--- config.mk ---
export PLATFORM = sky130hd
export DESIGN_NAME = cpu_top
export DESIGN_NICKNAME = d
export VERILOG_FILES = /design/src/common/cpu_pkg.sv /design/src/rtl/fetch_unit.sv /design/src/decode/decoder.sv /design/src/decode/reg_file.sv /design/src/decode/hazard_unit.sv /design/src/execute/forward_unit.sv /design/src/execute/execute_unit.sv /design/src/rtl/writeback_unit.sv /design/src/rtl/cpu_top.sv
export SDC_FILE = /design/constraint.sdc
export NUM_CORES = 1
export LEC_CHECK = 0
export BUFFER_PORTS_ARGS = -buffer_cell sky130_fd_sc_hd__buf_2
export CORE_MARGIN = 10
export CORE_UTILIZATION = 43
export CTS_CLUSTER_DIAMETER = 30
export DETAILED_ROUTE_END_ITERATION = 10
export PLACE_DENSITY_LB_ADDON = 0.1
export SETUP_SLACK_MARGIN = 0.05
export SLEW_MARGIN = 20
export SYNTH_ARGS = -nofsm -noshare
export SYNTH_HDL_FRONTEND = slang
export SYNTH_HIERARCHICAL = 1
export SYNTH_SLANG_ARGS = --single-unit
--- constraint.sdc ---
create_clock -name clk_50MHz -period 12.7 [get_ports clk_50MHz]
set_clock_uncertainty 0.1 [all_clocks]
set_input_delay 3.175 -clock clk_50MHz [delete_from_list [all_inputs] [get_ports clk_50MHz]]
set_output_delay 3.175 -clock clk_50MHz [all_outputs]
set_load 0.05 [all_outputs]
--- src/common/cpu_pkg.sv ---
`default_nettype none

package cpu_pkg;

    // ******************************
    // widths
    // ******************************
    localparam int DATA_W     = 16;
    localparam int INST_W     = 16;
    localparam int PC_W       = 16;
    localparam int REG_ADDR_W = 3;
    localparam int NUM_REGS   = 8;

    // ******************************
    // encodings
    // ******************************
    // major opcode, inst[15:11]
    typedef enum logic [4:0] {
        OP_NOP   = 5'b00001,
        OP_B     = 5'b00010,
        OP_BEQZ  = 5'b00100,
        OP_ADDIU = 5'b01001,
        OP_LI    = 5'b01101,
        OP_LW    = 5'b10011,
        OP_SW    = 5'b11011,
        OP_RRR   = 5'b11100,
        OP_LOGIC = 5'b11101
    } opcode_e;

    // ALU_ADD has to stay zero for a cleared ctrl_t to be a bubble
    typedef enum logic [2:0] {
        ALU_ADD,
        ALU_SUB,
        ALU_AND,
        ALU_OR,
        ALU_PASS_B
    } alu_op_e;

    typedef enum logic [1:0] {
        BR_NONE,
        BR_ALWAYS,
        BR_ON_ZERO
    } branch_e;

    // ******************************
    // pipeline structs
    // ******************************
    typedef struct packed {
        alu_op_e                alu_op;
        branch_e                branch;
        logic                   b_is_imm;
        logic [DATA_W-1:0]      imm;
        logic                   reg_we;
        logic [REG_ADDR_W-1:0]  dest;
        logic                   mem_read;
        logic                   mem_write;
    } ctrl_t;

    typedef struct packed {
        logic                   reg_we;
        logic [REG_ADDR_W-1:0]  dest;
        logic                   mem_read;
        logic                   mem_write;
        logic [DATA_W-1:0]      alu_result;
        logic [DATA_W-1:0]      store_data;
    } ex_mem_t;

    typedef struct packed {
        logic                   reg_we;
        logic [REG_ADDR_W-1:0]  dest;
        logic                   mem_read;
        logic [DATA_W-1:0]      alu_result;
        logic [DATA_W-1:0]      load_data;
    } mem_wb_t;

endpackage

`default_nettype wire

--- src/rtl/fetch_unit.sv ---
`timescale 1ns/1ps
`default_nettype none

module fetch_unit (
    input  wire logic                           clk_50MHz,
    input  wire logic                           rst,
    input  wire logic                           stall_i,
    input  wire logic                           branch_taken_i,
    input  wire logic [cpu_pkg::PC_W-1:0]       branch_target_i,
    input  wire logic [cpu_pkg::INST_W-1:0]     inst_i,
    output logic [cpu_pkg::PC_W-1:0]            pc_o,
    output logic [cpu_pkg::INST_W-1:0]          if_id_inst_o,
    output logic [cpu_pkg::PC_W-1:0]            if_id_pc_next_o
);

    logic [cpu_pkg::PC_W-1:0] pc_q;
    logic [cpu_pkg::PC_W-1:0] pc_plus;

    assign pc_plus = pc_q + 1'b1;
    assign pc_o    = pc_q;

    // branch redirect wins over a load-use freeze
    always_ff @(posedge clk_50MHz or negedge rst) begin
        if (!rst) begin
            pc_q <= '0;
        end else if (branch_taken_i) begin
            pc_q <= branch_target_i;
        end else if (!stall_i) begin
            pc_q <= pc_plus;
        end
    end

    // IF/ID
    always_ff @(posedge clk_50MHz or negedge rst) begin
        if (!rst) begin
            if_id_inst_o    <= {cpu_pkg::OP_NOP, 11'b0};
            if_id_pc_next_o <= '0;
        end else if (branch_taken_i) begin
            if_id_inst_o    <= {cpu_pkg::OP_NOP, 11'b0};
        end else if (!stall_i) begin
            if_id_inst_o    <= inst_i;
            if_id_pc_next_o <= pc_plus;
        end
    end

    pc_known_a: assert property (@(posedge clk_50MHz) disable iff (!rst)
        !$isunknown(pc_q));

endmodule

`default_nettype wire

--- src/decode/decoder.sv ---
`timescale 1ns/1ps
`default_nettype none

module decoder (
    input  wire logic [cpu_pkg::INST_W-1:0]     inst_i,
    output cpu_pkg::ctrl_t                      ctrl_o,
    output logic [cpu_pkg::REG_ADDR_W-1:0]      src_a_o,
    output logic [cpu_pkg::REG_ADDR_W-1:0]      src_b_o,
    output logic                                uses_b_o
);

    logic [cpu_pkg::REG_ADDR_W-1:0] rx;
    logic [cpu_pkg::REG_ADDR_W-1:0] ry;
    logic [cpu_pkg::REG_ADDR_W-1:0] rz;

    assign rx = inst_i[10:8];
    assign ry = inst_i[7:5];
    assign rz = inst_i[4:2];

    assign src_a_o = rx;
    assign src_b_o = ry;

    always_comb begin
        // anything unrecognised stays a bubble
        ctrl_o   = '0;
        uses_b_o = 1'b0;
        ctrl_o.dest = rx;
        case (cpu_pkg::opcode_e'(inst_i[15:11]))
            cpu_pkg::OP_ADDIU: begin
                ctrl_o.b_is_imm = 1'b1;
                ctrl_o.imm      = {{8{inst_i[7]}}, inst_i[7:0]};
                ctrl_o.reg_we   = 1'b1;
            end
            cpu_pkg::OP_LI: begin
                ctrl_o.alu_op   = cpu_pkg::ALU_PASS_B;
                ctrl_o.b_is_imm = 1'b1;
                ctrl_o.imm      = {8'b0, inst_i[7:0]};
                ctrl_o.reg_we   = 1'b1;
            end
            cpu_pkg::OP_BEQZ: begin
                ctrl_o.branch = cpu_pkg::BR_ON_ZERO;
                ctrl_o.imm    = {{8{inst_i[7]}}, inst_i[7:0]};
            end
            cpu_pkg::OP_B: begin
                ctrl_o.branch = cpu_pkg::BR_ALWAYS;
                ctrl_o.imm    = {{5{inst_i[10]}}, inst_i[10:0]};
            end
            cpu_pkg::OP_LW: begin
                ctrl_o.b_is_imm = 1'b1;
                ctrl_o.imm      = {{11{inst_i[4]}}, inst_i[4:0]};
                ctrl_o.reg_we   = 1'b1;
                ctrl_o.dest     = ry;
                ctrl_o.mem_read = 1'b1;
            end
            cpu_pkg::OP_SW: begin
                ctrl_o.b_is_imm  = 1'b1;
                ctrl_o.imm       = {{11{inst_i[4]}}, inst_i[4:0]};
                ctrl_o.mem_write = 1'b1;
                uses_b_o         = 1'b1;
            end
            cpu_pkg::OP_RRR: begin
                // funct 01 addu, 11 subu
                ctrl_o.alu_op = inst_i[1] ? cpu_pkg::ALU_SUB : cpu_pkg::ALU_ADD;
                ctrl_o.reg_we = inst_i[0];
                ctrl_o.dest   = rz;
                uses_b_o      = 1'b1;
            end
            cpu_pkg::OP_LOGIC: begin
                ctrl_o.alu_op = inst_i[0] ? cpu_pkg::ALU_OR : cpu_pkg::ALU_AND;
                ctrl_o.reg_we = (inst_i[4:1] == 4'b0110);
                uses_b_o      = 1'b1;
            end
            default: ;
        endcase
    end

endmodule

`default_nettype wire

--- src/decode/reg_file.sv ---
`timescale 1ns/1ps
`default_nettype none

module reg_file (
    input  wire logic                               clk_50MHz,
    input  wire logic                               rst,
    input  wire logic [cpu_pkg::REG_ADDR_W-1:0]     rd_addr_a_i,
    input  wire logic [cpu_pkg::REG_ADDR_W-1:0]     rd_addr_b_i,
    input  wire logic                               wr_en_i,
    input  wire logic [cpu_pkg::REG_ADDR_W-1:0]     wr_addr_i,
    input  wire logic [cpu_pkg::DATA_W-1:0]         wr_data_i,
    output logic [cpu_pkg::DATA_W-1:0]              rd_data_a_o,
    output logic [cpu_pkg::DATA_W-1:0]              rd_data_b_o
);

    logic [cpu_pkg::DATA_W-1:0] regs [cpu_pkg::NUM_REGS];

    always_ff @(posedge clk_50MHz or negedge rst) begin
        if (!rst) begin
            regs <= '{default: '0};
        end else if (wr_en_i) begin
            regs[wr_addr_i] <= wr_data_i;
        end
    end

    // write-through lets WB and ID share a cycle
    assign rd_data_a_o = (wr_en_i && wr_addr_i == rd_addr_a_i) ? wr_data_i : regs[rd_addr_a_i];
    assign rd_data_b_o = (wr_en_i && wr_addr_i == rd_addr_b_i) ? wr_data_i : regs[rd_addr_b_i];

    wr_data_known_a: assert property (@(posedge clk_50MHz) disable iff (!rst)
        wr_en_i |-> !$isunknown(wr_data_i));

endmodule

`default_nettype wire

--- src/decode/hazard_unit.sv ---
`timescale 1ns/1ps
`default_nettype none

module hazard_unit (
    input  wire logic [cpu_pkg::REG_ADDR_W-1:0]     src_a_i,
    input  wire logic [cpu_pkg::REG_ADDR_W-1:0]     src_b_i,
    input  wire logic                               uses_b_i,
    input  wire logic                               ex_mem_read_i,
    input  wire logic [cpu_pkg::REG_ADDR_W-1:0]     ex_dest_i,
    output logic                                    stall_o
);

    logic hit_a;
    logic hit_b;

    // rx counts as read by every opcode
    assign hit_a = (ex_dest_i == src_a_i);
    assign hit_b = uses_b_i && (ex_dest_i == src_b_i);

    assign stall_o = ex_mem_read_i && (hit_a || hit_b);

endmodule

`default_nettype wire

--- src/execute/forward_unit.sv ---
`timescale 1ns/1ps
`default_nettype none

module forward_unit (
    input  wire logic [cpu_pkg::REG_ADDR_W-1:0]     src_a_i,
    input  wire logic [cpu_pkg::REG_ADDR_W-1:0]     src_b_i,
    input  wire logic [cpu_pkg::DATA_W-1:0]         reg_a_i,
    input  wire logic [cpu_pkg::DATA_W-1:0]         reg_b_i,
    input  wire cpu_pkg::ex_mem_t                   ex_mem_i,
    input  wire cpu_pkg::mem_wb_t                   mem_wb_i,
    input  wire logic [cpu_pkg::DATA_W-1:0]         wb_data_i,
    output logic [cpu_pkg::DATA_W-1:0]              fwd_a_o,
    output logic [cpu_pkg::DATA_W-1:0]              fwd_b_o
);

    // youngest producer wins
    function automatic logic [cpu_pkg::DATA_W-1:0] pick(
        input logic [cpu_pkg::REG_ADDR_W-1:0] src,
        input logic [cpu_pkg::DATA_W-1:0]     reg_val
    );
        if (ex_mem_i.reg_we && ex_mem_i.dest == src) begin
            return ex_mem_i.alu_result;
        end else if (mem_wb_i.reg_we && mem_wb_i.dest == src) begin
            return wb_data_i;
        end
        return reg_val;
    endfunction

    assign fwd_a_o = pick(src_a_i, reg_a_i);
    assign fwd_b_o = pick(src_b_i, reg_b_i);

endmodule

`default_nettype wire

--- src/execute/execute_unit.sv ---
`timescale 1ns/1ps
`default_nettype none

module execute_unit (
    input  wire logic                               clk_50MHz,
    input  wire logic                               rst,
    input  wire logic                               stall_i,
    input  wire cpu_pkg::ctrl_t                     ctrl_i,
    input  wire logic [cpu_pkg::PC_W-1:0]           pc_next_i,
    input  wire logic [cpu_pkg::REG_ADDR_W-1:0]     src_a_i,
    input  wire logic [cpu_pkg::REG_ADDR_W-1:0]     src_b_i,
    input  wire logic [cpu_pkg::DATA_W-1:0]         reg_a_i,
    input  wire logic [cpu_pkg::DATA_W-1:0]         reg_b_i,
    input  wire cpu_pkg::mem_wb_t                   mem_wb_i,
    input  wire logic [cpu_pkg::DATA_W-1:0]         wb_data_i,
    output logic                                    branch_taken_o,
    output logic [cpu_pkg::PC_W-1:0]                branch_target_o,
    output logic                                    ex_mem_read_o,
    output logic [cpu_pkg::REG_ADDR_W-1:0]          ex_dest_o,
    output cpu_pkg::ex_mem_t                        ex_mem_o
);

    cpu_pkg::ctrl_t                 id_ex_ctrl;
    logic [cpu_pkg::PC_W-1:0]       id_ex_pc_next;
    logic [cpu_pkg::REG_ADDR_W-1:0] id_ex_src_a;
    logic [cpu_pkg::REG_ADDR_W-1:0] id_ex_src_b;
    logic [cpu_pkg::DATA_W-1:0]     id_ex_reg_a;
    logic [cpu_pkg::DATA_W-1:0]     id_ex_reg_b;
    logic [cpu_pkg::DATA_W-1:0]     fwd_a;
    logic [cpu_pkg::DATA_W-1:0]     fwd_b;
    logic [cpu_pkg::DATA_W-1:0]     op_b;
    logic [cpu_pkg::DATA_W-1:0]     alu_result;

    // ******************************
    // ID/EXE
    // ******************************
    always_ff @(posedge clk_50MHz or negedge rst) begin
        if (!rst) begin
            id_ex_ctrl <= '0;
        end else if (stall_i || branch_taken_o) begin
            id_ex_ctrl <= '0;
        end else begin
            id_ex_ctrl <= ctrl_i;
        end
    end

    always_ff @(posedge clk_50MHz) begin
        id_ex_pc_next <= pc_next_i;
        id_ex_src_a   <= src_a_i;
        id_ex_src_b   <= src_b_i;
        id_ex_reg_a   <= reg_a_i;
        id_ex_reg_b   <= reg_b_i;
    end

    assign ex_mem_read_o = id_ex_ctrl.mem_read;
    assign ex_dest_o     = id_ex_ctrl.dest;

    // ******************************
    // operands and ALU
    // ******************************
    forward_unit u_forward (
        .src_a_i   (id_ex_src_a),
        .src_b_i   (id_ex_src_b),
        .reg_a_i   (id_ex_reg_a),
        .reg_b_i   (id_ex_reg_b),
        .ex_mem_i  (ex_mem_o),
        .mem_wb_i  (mem_wb_i),
        .wb_data_i (wb_data_i),
        .fwd_a_o   (fwd_a),
        .fwd_b_o   (fwd_b)
    );

    assign op_b = id_ex_ctrl.b_is_imm ? id_ex_ctrl.imm : fwd_b;

    always_comb begin
        case (id_ex_ctrl.alu_op)
            cpu_pkg::ALU_ADD: alu_result = fwd_a + op_b;
            cpu_pkg::ALU_SUB: alu_result = fwd_a - op_b;
            cpu_pkg::ALU_AND: alu_result = fwd_a & op_b;
            cpu_pkg::ALU_OR:  alu_result = fwd_a | op_b;
            default:          alu_result = op_b;
        endcase
    end

    // relative to the instruction after the branch
    assign branch_target_o = id_ex_pc_next + id_ex_ctrl.imm;
    assign branch_taken_o  = (id_ex_ctrl.branch == cpu_pkg::BR_ALWAYS) ||
                             (id_ex_ctrl.branch == cpu_pkg::BR_ON_ZERO && fwd_a == '0);

    // EXE/MEM
    always_ff @(posedge clk_50MHz or negedge rst) begin
        if (!rst) begin
            ex_mem_o <= '0;
        end else begin
            ex_mem_o.reg_we     <= id_ex_ctrl.reg_we;
            ex_mem_o.dest       <= id_ex_ctrl.dest;
            ex_mem_o.mem_read   <= id_ex_ctrl.mem_read;
            ex_mem_o.mem_write  <= id_ex_ctrl.mem_write;
            ex_mem_o.alu_result <= alu_result;
            ex_mem_o.store_data <= fwd_b;
        end
    end

    // a resolving branch has a known decision and target
    branch_known_a: assert property (@(posedge clk_50MHz) disable iff (!rst)
        id_ex_ctrl.branch != cpu_pkg::BR_NONE |->
            !$isunknown({branch_taken_o, branch_target_o}));

endmodule

`default_nettype wire

--- src/rtl/writeback_unit.sv ---
`timescale 1ns/1ps
`default_nettype none

module writeback_unit (
    input  wire logic                           clk_50MHz,
    input  wire logic                           rst,
    input  wire cpu_pkg::ex_mem_t               ex_mem_i,
    input  wire logic [cpu_pkg::DATA_W-1:0]     mem_rdata_i,
    output cpu_pkg::mem_wb_t                    mem_wb_o,
    output logic [cpu_pkg::DATA_W-1:0]          wb_data_o
);

    // MEM/WB
    always_ff @(posedge clk_50MHz or negedge rst) begin
        if (!rst) begin
            mem_wb_o <= '0;
        end else begin
            mem_wb_o.reg_we     <= ex_mem_i.reg_we;
            mem_wb_o.dest       <= ex_mem_i.dest;
            mem_wb_o.mem_read   <= ex_mem_i.mem_read;
            mem_wb_o.alu_result <= ex_mem_i.alu_result;
            mem_wb_o.load_data  <= mem_rdata_i;
        end
    end

    // loads take the memory word
    assign wb_data_o = mem_wb_o.mem_read ? mem_wb_o.load_data : mem_wb_o.alu_result;

endmodule

`default_nettype wire

--- src/rtl/cpu_top.sv ---
`timescale 1ns/1ps
`default_nettype none

module cpu_top (
    input  wire logic                           clk_50MHz,
    input  wire logic                           rst,
    // instruction memory
    output logic [cpu_pkg::PC_W-1:0]            imem_addr_o,
    input  wire logic [cpu_pkg::INST_W-1:0]     inst_i,
    // data memory
    output logic [cpu_pkg::DATA_W-1:0]          dmem_addr_o,
    output logic [cpu_pkg::DATA_W-1:0]          dmem_wdata_o,
    output logic                                dmem_we_o,
    input  wire logic [cpu_pkg::DATA_W-1:0]     dmem_rdata_i,
    // register write-back
    output logic                                wb_we_o,
    output logic [cpu_pkg::REG_ADDR_W-1:0]      wb_addr_o,
    output logic [cpu_pkg::DATA_W-1:0]          wb_data_o
);

    logic                               stall;
    logic                               branch_taken;
    logic [cpu_pkg::PC_W-1:0]           branch_target;
    logic [cpu_pkg::INST_W-1:0]         if_id_inst;
    logic [cpu_pkg::PC_W-1:0]           if_id_pc_next;
    cpu_pkg::ctrl_t                     id_ctrl;
    logic [cpu_pkg::REG_ADDR_W-1:0]     id_src_a;
    logic [cpu_pkg::REG_ADDR_W-1:0]     id_src_b;
    logic                               id_uses_b;
    logic [cpu_pkg::DATA_W-1:0]         id_reg_a;
    logic [cpu_pkg::DATA_W-1:0]         id_reg_b;
    logic                               ex_mem_read;
    logic [cpu_pkg::REG_ADDR_W-1:0]     ex_dest;
    cpu_pkg::ex_mem_t                   ex_mem;
    cpu_pkg::mem_wb_t                   mem_wb;
    logic [cpu_pkg::DATA_W-1:0]         wb_data;

    // ******************************
    // IF and ID
    // ******************************
    fetch_unit u_fetch (
        .clk_50MHz       (clk_50MHz),
        .rst             (rst),
        .stall_i         (stall),
        .branch_taken_i  (branch_taken),
        .branch_target_i (branch_target),
        .inst_i          (inst_i),
        .pc_o            (imem_addr_o),
        .if_id_inst_o    (if_id_inst),
        .if_id_pc_next_o (if_id_pc_next)
    );

    decoder u_decoder (
        .inst_i   (if_id_inst),
        .ctrl_o   (id_ctrl),
        .src_a_o  (id_src_a),
        .src_b_o  (id_src_b),
        .uses_b_o (id_uses_b)
    );

    reg_file u_reg_file (
        .clk_50MHz   (clk_50MHz),
        .rst         (rst),
        .rd_addr_a_i (id_src_a),
        .rd_addr_b_i (id_src_b),
        .wr_en_i     (mem_wb.reg_we),
        .wr_addr_i   (mem_wb.dest),
        .wr_data_i   (wb_data),
        .rd_data_a_o (id_reg_a),
        .rd_data_b_o (id_reg_b)
    );

    hazard_unit u_hazard (
        .src_a_i       (id_src_a),
        .src_b_i       (id_src_b),
        .uses_b_i      (id_uses_b),
        .ex_mem_read_i (ex_mem_read),
        .ex_dest_i     (ex_dest),
        .stall_o       (stall)
    );

    // ******************************
    // EXE, MEM and WB
    // ******************************
    execute_unit u_execute (
        .clk_50MHz       (clk_50MHz),
        .rst             (rst),
        .stall_i         (stall),
        .ctrl_i          (id_ctrl),
        .pc_next_i       (if_id_pc_next),
        .src_a_i         (id_src_a),
        .src_b_i         (id_src_b),
        .reg_a_i         (id_reg_a),
        .reg_b_i         (id_reg_b),
        .mem_wb_i        (mem_wb),
        .wb_data_i       (wb_data),
        .branch_taken_o  (branch_taken),
        .branch_target_o (branch_target),
        .ex_mem_read_o   (ex_mem_read),
        .ex_dest_o       (ex_dest),
        .ex_mem_o        (ex_mem)
    );

    writeback_unit u_writeback (
        .clk_50MHz   (clk_50MHz),
        .rst         (rst),
        .ex_mem_i    (ex_mem),
        .mem_rdata_i (dmem_rdata_i),
        .mem_wb_o    (mem_wb),
        .wb_data_o   (wb_data)
    );

    // memory stage straight from EXE/MEM
    assign dmem_addr_o  = ex_mem.alu_result;
    assign dmem_wdata_o = ex_mem.store_data;
    assign dmem_we_o    = ex_mem.mem_write;

    assign wb_we_o   = mem_wb.reg_we;
    assign wb_addr_o = mem_wb.dest;
    assign wb_data_o = wb_data;

endmodule

`default_nettype wire

==> summary.md, run 1 <==
| Metric | Value |
|---|---|
| Fraction of registers with async set/reset | `0.838` |
| TritonRoute pass-1 iters | `5` |
| MaxCap Viol Count | `0` |
| CTS Buf Count | `80` |
| Initial Util | `0.438` |
| Root buf cell | `clkbuf_16` |
| Final Hold Vio Count | `0` |
| CTS-repair resized insts | `0` |
| Synth Warn # | `6` |
| Largest family of logic cells by synthesized area | `multiplexers` |
| Clock slew at reported path FFs | `0.04 ns` |
| Syn-to-layout area delta | `19.7%` |
| Max Fclk | `0.176 GHz` |
| Post-route worst setup slack | `approximately 7 ns` |
| Avg WL per Cell | `23.2 um` |
| Total gr overflow | `0` |
| Top_reg_cell synth | `dfrtp_1` |
| Worst Path Required | `9.43 ns` |
| Critical path type | `reg2out` |
| Slew Viols, Final | `0` |
| Antenna violations before repair | `0` |
| Reg2Reg Launch Point | `u_writeback/mem_wb_o[34]` |
| Vias in the first global route | `around 13k` |
| CP peak stage delay | `0.98 ns` |
| H-tree lvl count | `3` |
| Pre-CTS setup slack | `7.63 ns` |
| Max-Slew Margin vs Limit | `0.218` |
| Cell count of the worst reg-to-reg path | `17` |
| I/O Pins | `103` |
| Die area | `0.0505 mm^2` |
| P_leak | `10.1 nW` |
| Largest net degree at the start of global routing | `90` |
| Number of flops mapped to enable cells by yosys | `0` |
| Critical path startpoint | `u_writeback/mem_wb_o[32]` |
| Compound-gate portion of the synthesized area | `0.0820` |
| HP Class | `reg2reg` |
| Layout Cells excl Fill | `2184` |
| Final wirelength | `50600 um` |
| Total GRT Usage | `0.200` |
| Avg Synthesized Cell Area | `12.1 um^2` |
| Post-cts hold buffer count | `0` |
| Mux contribution to synthesized area | `0.269` |
| Worst vdd ir | `~130 uV` |
| Ant diodes | `0` |
| CP Cell Sequence | `mux2_2, buf_2` |
| XOR/XNOR share of the synthesized area | `0.0409` |
| Dpl hpwl | `33800 um` |
| Mapped Area | `between 0.015 and 0.02 mm^2` |
| Power Density | `280 mW/mm^2` |
| Share of layout cells above drive strength 1 | `0.306` |
| Final Net Count | `1656` |
| CP Capture Point | `wb_data_o[15]` |
| Worst flop-to-flop path endpoint | `u_execute/ex_mem_o[29]` |
| Commonest cells post-synth | `dfrtp_1, mux2_2, nor2_1` |
| # clock sinks | `333` |
| Routed Antenna Nets | `0` |
| FF+latch count, synth | `333` |
| Die Ht | `225 um` |
| Final Util | `0.525` |
| Outcome | `finished clean` |
| CORE AREA | `0.0411 mm^2` |
| CP max stage cell | `dfrtp_1` |
| # DRC | `0` |
| Tmin final | `5.68 ns` |
| Setup repair bufs after CTS | `0` |
| Initial DRC count | `782` |
| R2R Setup Slk | `7.61 ns` |
| Syn Inst Count | `1486` |
| Port Buf Inserts | `102` |
| Mapped Nets | `about 1.6k` |
| Global-route wire length before repair | `77300 um` |
| Post-route clock period utilization | `0.447` |
| Post-synth cell types | `83` |
| RSZ-0062 raised after global routing | `no` |
| Synth Area in Simple Gates | `0.0919` |
| Drt via density | `between 5 and 6` |
| CTS tree | `built` |
| Row Count | `between 70 and 80` |
| Die X | `225 um` |
| Setup TNS | `0 ns` |
| Least-Margin Pin Slew | `between 1 and 1.5 ns` |
| Sequential area share after synthesis | `0.448` |
| Clk Latency, worst-skew pair | `0.58 ns` |
| Top cell type by total area after synthesis | `dfrtp_1` |
| Synth area leaders | `dfrtp_1, mux2_2, mux4_1, dfxtp_1, mux2i_1` |
| Final Wtd Congestion | `0.875` |
| CP arrival | `2.40 ns` |
| Synth top area share | `0.386` |
| Adder-cell share of the synthesized area | `0.0258` |
| Startpoint types | `flip-flop` |
| Maximum root-to-sink buffer count | `3` |
| Count leader, synth | `dfrtp_1` |
| CP endpoint kind | `primary output` |
| Placed cells | `about 2.0k` |
| Via count | `12.3k` |
| Crit Path Max Fanout | `16` |
| Final setup viols | `0` |
==> area by class of cell <==
type | count | area, um^2
Fill cell | 3530 | 19500
Clock inverter | 32 | 445
Tap cell | 532 | 666
Inverter | 30 | 113
Timing Repair Buffer | 131 | 738
Multi-Input combinational cell | 1010 | 9210
Sequential cell | 333 | 8070
Clock buffer | 116 | 2330
==> sequential cells by signal, summed over array words and instances, names as in the netlist <==
name and flops:
u_reg_file/regs 128, u_execute/ex_mem_o 38, u_writeback/mem_wb_o 37, u_execute/id_ex_ctrl 24
u_execute/id_ex_pc_next 16, u_execute/id_ex_reg_a 16, u_execute/id_ex_reg_b 16, u_fetch/if_id_inst_o 16
u_fetch/if_id_pc_next_o 16, u_fetch/pc_o 16, u_execute/ex_dest_o 3, u_execute/id_ex_src_a 3
u_execute/id_ex_src_b 3, u_execute/ex_mem_read_o 1
==> critical path, delay by kind of cell, from the launching register on <==
family	cells	cell delay [ns]
buffers and inverters	1	0.35
DFF	1	0.98
muxes	1	0.49
==> where the power goes <==
part / total, W / internal (W) / switching, W
combinational: 0.00225 / 0.000943 / 0.00131
sequential: 0.00172 / 0.00144 / 0.000278
clock: 0.00207 / 0.00145 / 0.000620
==> worst min-delay path by stage <==
stage	from	endpoint	slack (ns)	depth (start not counted)
floorplan	u_execute/id_ex_ctrl[0]	u_execute/ex_mem_o[32]	0.23	0
global placement	u_execute/id_ex_ctrl[5]	u_execute/ex_mem_o[37]	0.23	0
detailed placement	u_execute/id_ex_ctrl[0]	u_execute/ex_mem_o[32]	0.24	0
CTS	u_execute/id_ex_ctrl[5]	u_execute/ex_mem_o[37]	0.25	0
global route	u_execute/id_ex_ctrl[5]	u_execute/ex_mem_o[37]	0.25	0
finish	u_execute/id_ex_ctrl[5]	u_execute/ex_mem_o[37]	0.25	0
==> routing by layer <==
| metal | track usage | vias to the layer above | wire length, um |
|---|---|---|---|
| met5 | 0 | - | 0 |
| met4 | 0.0678 | 0 | 1120 |
| met3 | 0.0449 | 77 | 2900 |
| met2 | 0.309 | 327 | 22800 |
| met1 | 0.274 | 6238 | 23800 |
| li1 | - | 5681 | - |
==> metrics by stage <==
stage	hold WS, ns	instance area (um^2)	power (W)
after floorplan	0.231	18000	0.00339
after global placement	0.234	18800	0.00394
after global routing	0.253	21600	0.00637
final	0.250	21600	0.00604
after detailed placement	0.237	18800	0.00397
after CTS	0.250	21600	0.00608
==> cell usage in the layout (no fill, tap or decap), types with 29 or more instances in the layout <==
cell type | synthesis | routed
mux4_1 | 64 | 64
mux2_2 | 195 | 195
buf_2 | 28 | 101
dfxtp_1 | 54 | 54
mux2i_1 | 65 | 64
nand2_1 | 49 | 49
ha_1 | 34 | 34
and2_1 | 31 | 31
clkbuf_16 | 0 | 82
a21oi_1 | 82 | 82
buf_4 | 18 | 29
o21ai_0 | 47 | 47
dfrtp_1 | 278 | 276
xnor2_1 | 65 | 65
nor2_1 | 109 | 108
==> kinds of logic (layout without fill, tap and decap cells) <==
| logic type | after synthesis | count (layout) |
|---|---|---|
| XOR/XNOR | 84 | 84 |
| flip-flops | 333 | 333 |
| multiplexers | 345 | 345 |
| AND/OR/NAND/NOR | 312 | 312 |
| adder cells (fa/ha/maj) | 36 | 36 |
| buffers and inverters | 143 | 309 |
| AO/OA/AOI/OAI | 233 | 233 |
(Power assumes the default switching activity.)
==> run 2: changes to the inputs <==
clock period = 5.03 ns   (was 12.7 ns; I/O delays follow)
==> run 2 against run 1 <==
  * Design area is 2.3% higher
  * Power grew to 2.6 times the previous value
  * Register-to-register slack worse by 7.2 ns
  * First-iteration DRC count is 10% higher
  * Hold slack better by 0.0056 ns
  * Sequential power grew to 2.5 times the previous value
  * Highest routed layer unchanged
  * Die area stayed put
  * Global-route usage is 0.062 points lower
  * Final cell count is 0.96% higher
==> summary.md, run 2 (synthesized netlist as in run 1, its figures left out) <==
| Metric | Value |
|---|---|
| Outcome | `finished clean` |
| Least-Margin Pin Slew | `0.862 ns (-0.304 ns)` |
| Pre-CTS setup slack | `0.373 ns (-7.26 ns)` |
| Initial Util | `0.438 (unchanged)` |
| Final wirelength | `50100 um (-0.97%)` |
| Max Fclk | `roughly 0.22 GHz` |
| Final setup viols | `0 (unchanged)` |
| Root buf cell | `clkbuf_16` |
| Maximum root-to-sink buffer count | `3 (unchanged)` |
| Dpl hpwl | `34000 um (+0.62%)` |
| Vias in the first global route | `12.9k (+1.7%)` |
| # clock sinks | `333 (unchanged)` |
| Die Ht | `225 um (unchanged)` |
| RSZ-0062 raised after global routing | `no` |
| Setup TNS | `0 ns (unchanged)` |
| TritonRoute pass-1 iters | `5 (unchanged)` |
| CP arrival | `4.99 ns (+2.59 ns)` |
| # fillers | `3571 (+1.2%)` |
| Largest delay share family, worst path | `compound AO/OA/AOI/OAI gates` |
| Share of layout cells above drive strength 1 | `0.323 (+0.0171)` |
| Die area | `0.0505 mm^2 (unchanged)` |
| Startpoint types | `flip-flop` |
| P_leak | `10.3 nW (+2.6%)` |
| Crit Path Max Fanout | `11 (-5)` |
| Drt via density | `5.65 (+0.21%)` |
| CTS tree | `built` |
| Total GRT Usage | `0.200 (-0.000622)` |
| Max reg flops | `128 (unchanged)` |
| CTS Buf Count | `86 (+7.5%)` |
| Final Net Count | `1674 (+1.1%)` |
| Worst path most repeated cell | `a21oi_1` |
| Top flop regs | `u_reg_file/regs (128), u_execute/ex_mem_o (38), u_writeback/mem_wb_o (37)` |
| Worst Path Required | `5.44 ns (-3.99 ns)` |
| Post-cts hold buffer count | `0 (unchanged)` |
| CP peak stage delay | `0.52 ns (-0.46 ns)` |
| Ant diodes | `0 (unchanged)` |
| Final Power | `0.0159 W (+160%)` |
| # DRC | `0 (unchanged)` |
| CP Cell Sequence | `xnor2_2, nand4_4, mux2i_1, a21oi_1, mux2i_2, ha_1, o211ai_1, nor3_1, a31oi_1, xnor2_1, ha_2, o21ai_0, nand2b_1, a21oi_1, a311oi_1, mux2_2, a21oi_1` |
| CP max stage cell | `dfrtp_1` |
| Global-route wire length before repair | `77700 um (+0.45%)` |
| Critical path type | `reg2reg` |
| Port Buf Inserts | `102 (unchanged)` |
| Most frequent cells in the layout | `dfrtp_1, mux2_2, nor2_1` |
| CP Buf/Inv Count | `0 (-1)` |
| Worst vdd ir | `396 uV (+200%)` |
| Total gr overflow | `0 (unchanged)` |
| Via count | `12.5k (+1.2%)` |
| Clock slew at reported path FFs | `0.05 ns (about the same)` |
| Row Count | `74 (unchanged)` |
| Clk Latency, worst-skew pair | `0.60 ns (+0.02 ns)` |
| Final Util | `0.536 (+0.0119)` |
| Post-route worst setup slack | `0.453 ns (-6.57 ns)` |
| Max-Slew Margin vs Limit | `0.425 (+0.206)` |
| Largest net degree at the start of global routing | `87 (-3.3%)` |
| Antenna violations before repair | `0 (unchanged)` |
| Routed Antenna Nets | `0 (unchanged)` |
| Avg WL per Cell | `22.7 um (-1.9%)` |
| Final Cell Area | `0.0221 mm^2 (+2.3%)` |
| HP Class | `reg2reg` |
| Final Hold Vio Count | `0 (unchanged)` |
| Tmin final | `4.58 ns` |
| Final Wtd Congestion | `0.860 (-1.8%)` |
| MaxCap Viol Count | `0 (unchanged)` |
| Commonest non-fill, non-tap cell in the layout | `dfrtp_1` |
| CORE AREA | `0.0411 mm^2 (unchanged)` |
| I/O Pins | `103 (unchanged)` |
| Power Density | `723 mW/mm^2 (+160%)` |
| Slew Viols, Final | `0 (unchanged)` |
| H-tree lvl count | `3 (unchanged)` |
| CP endpoint kind | `flip-flop` |
| Post-route clock period utilization | `0.910` |
| Die X | `225 um (unchanged)` |
| Post-place instance area | `0.0189 mm^2 (+0.56%)` |
| Syn-to-layout area delta | `22.5%` |
| Reg with most FFs | `u_reg_file/regs` |
| Initial DRC count | `862 (+10%)` |
-- run 2: worst paths after layout --
kind	slack, ns	cells after the start	start	to
max	0.45	17	u_writeback/mem_wb_o[33]	u_execute/ex_mem_o[29]
max in group asynchronous	3.15	2	rst	u_fetch/pc_o[7]
min	0.26	0	u_execute/ex_mem_o[33]	u_writeback/mem_wb_o[32]
min in group asynchronous	0.54	1	rst	u_reg_file/regs[92]
min reg2reg	0.26	0	u_execute/ex_mem_o[33]	u_writeback/mem_wb_o[32]
max reg2reg	0.45	17	u_writeback/mem_wb_o[33]	u_execute/ex_mem_o[29]
-- run 2: final cells by class --
type | instances | area (um^2) | share of cell area
Multi-Input combinational cell | 1010 | 9220 | 0.418
Tap cell | 532 | 666 | 0.0302
Inverter | 30 | 113 | 0.00511
Timing Repair Buffer | 143 | 841 | 0.0381
Clock inverter | 46 | 737 | 0.0334
Clock buffer | 111 | 2410 | 0.109
Sequential cell | 333 | 8070 | 0.366
-- run 2: per-layer routing --
| metal | part of all wire | vias up | track usage | wire (um) |
|---|---|---|---|---|
| li1 | - | 5734 | - | - |
| met1 | 0.46 | 6307 | 0.271 | 23100 |
| met2 | 0.45 | 342 | 0.306 | 22700 |
| met3 | 0.063 | 84 | 0.0510 | 3150 |
| met4 | 0.023 | 0 | 0.0651 | 1170 |
| met5 | 0 | - | 0 | 0 |
-- run 2: timing repair --
item | in CTS | in global routing
endpoints found under the setup margin | 0 | 2
gates resized for setup | 0 | 4
setup buffers | 0 | 0
-- run 2: metrics by stage --
stage	hold slack, ns	cells
2_1_floorplan	0.231	1486
3_3_place_gp	0.235	2048
3_5_place_dp	0.243	2048
4_1_cts	0.257	2205
5_1_grt	0.259	2205
6_report	0.255	2205
-- run 2: report_power, final --
group	switching (W)	internal [W]
sequential	0.000692	0.00364
clock	0.00167	0.00422
combinational	0.00331	0.00241
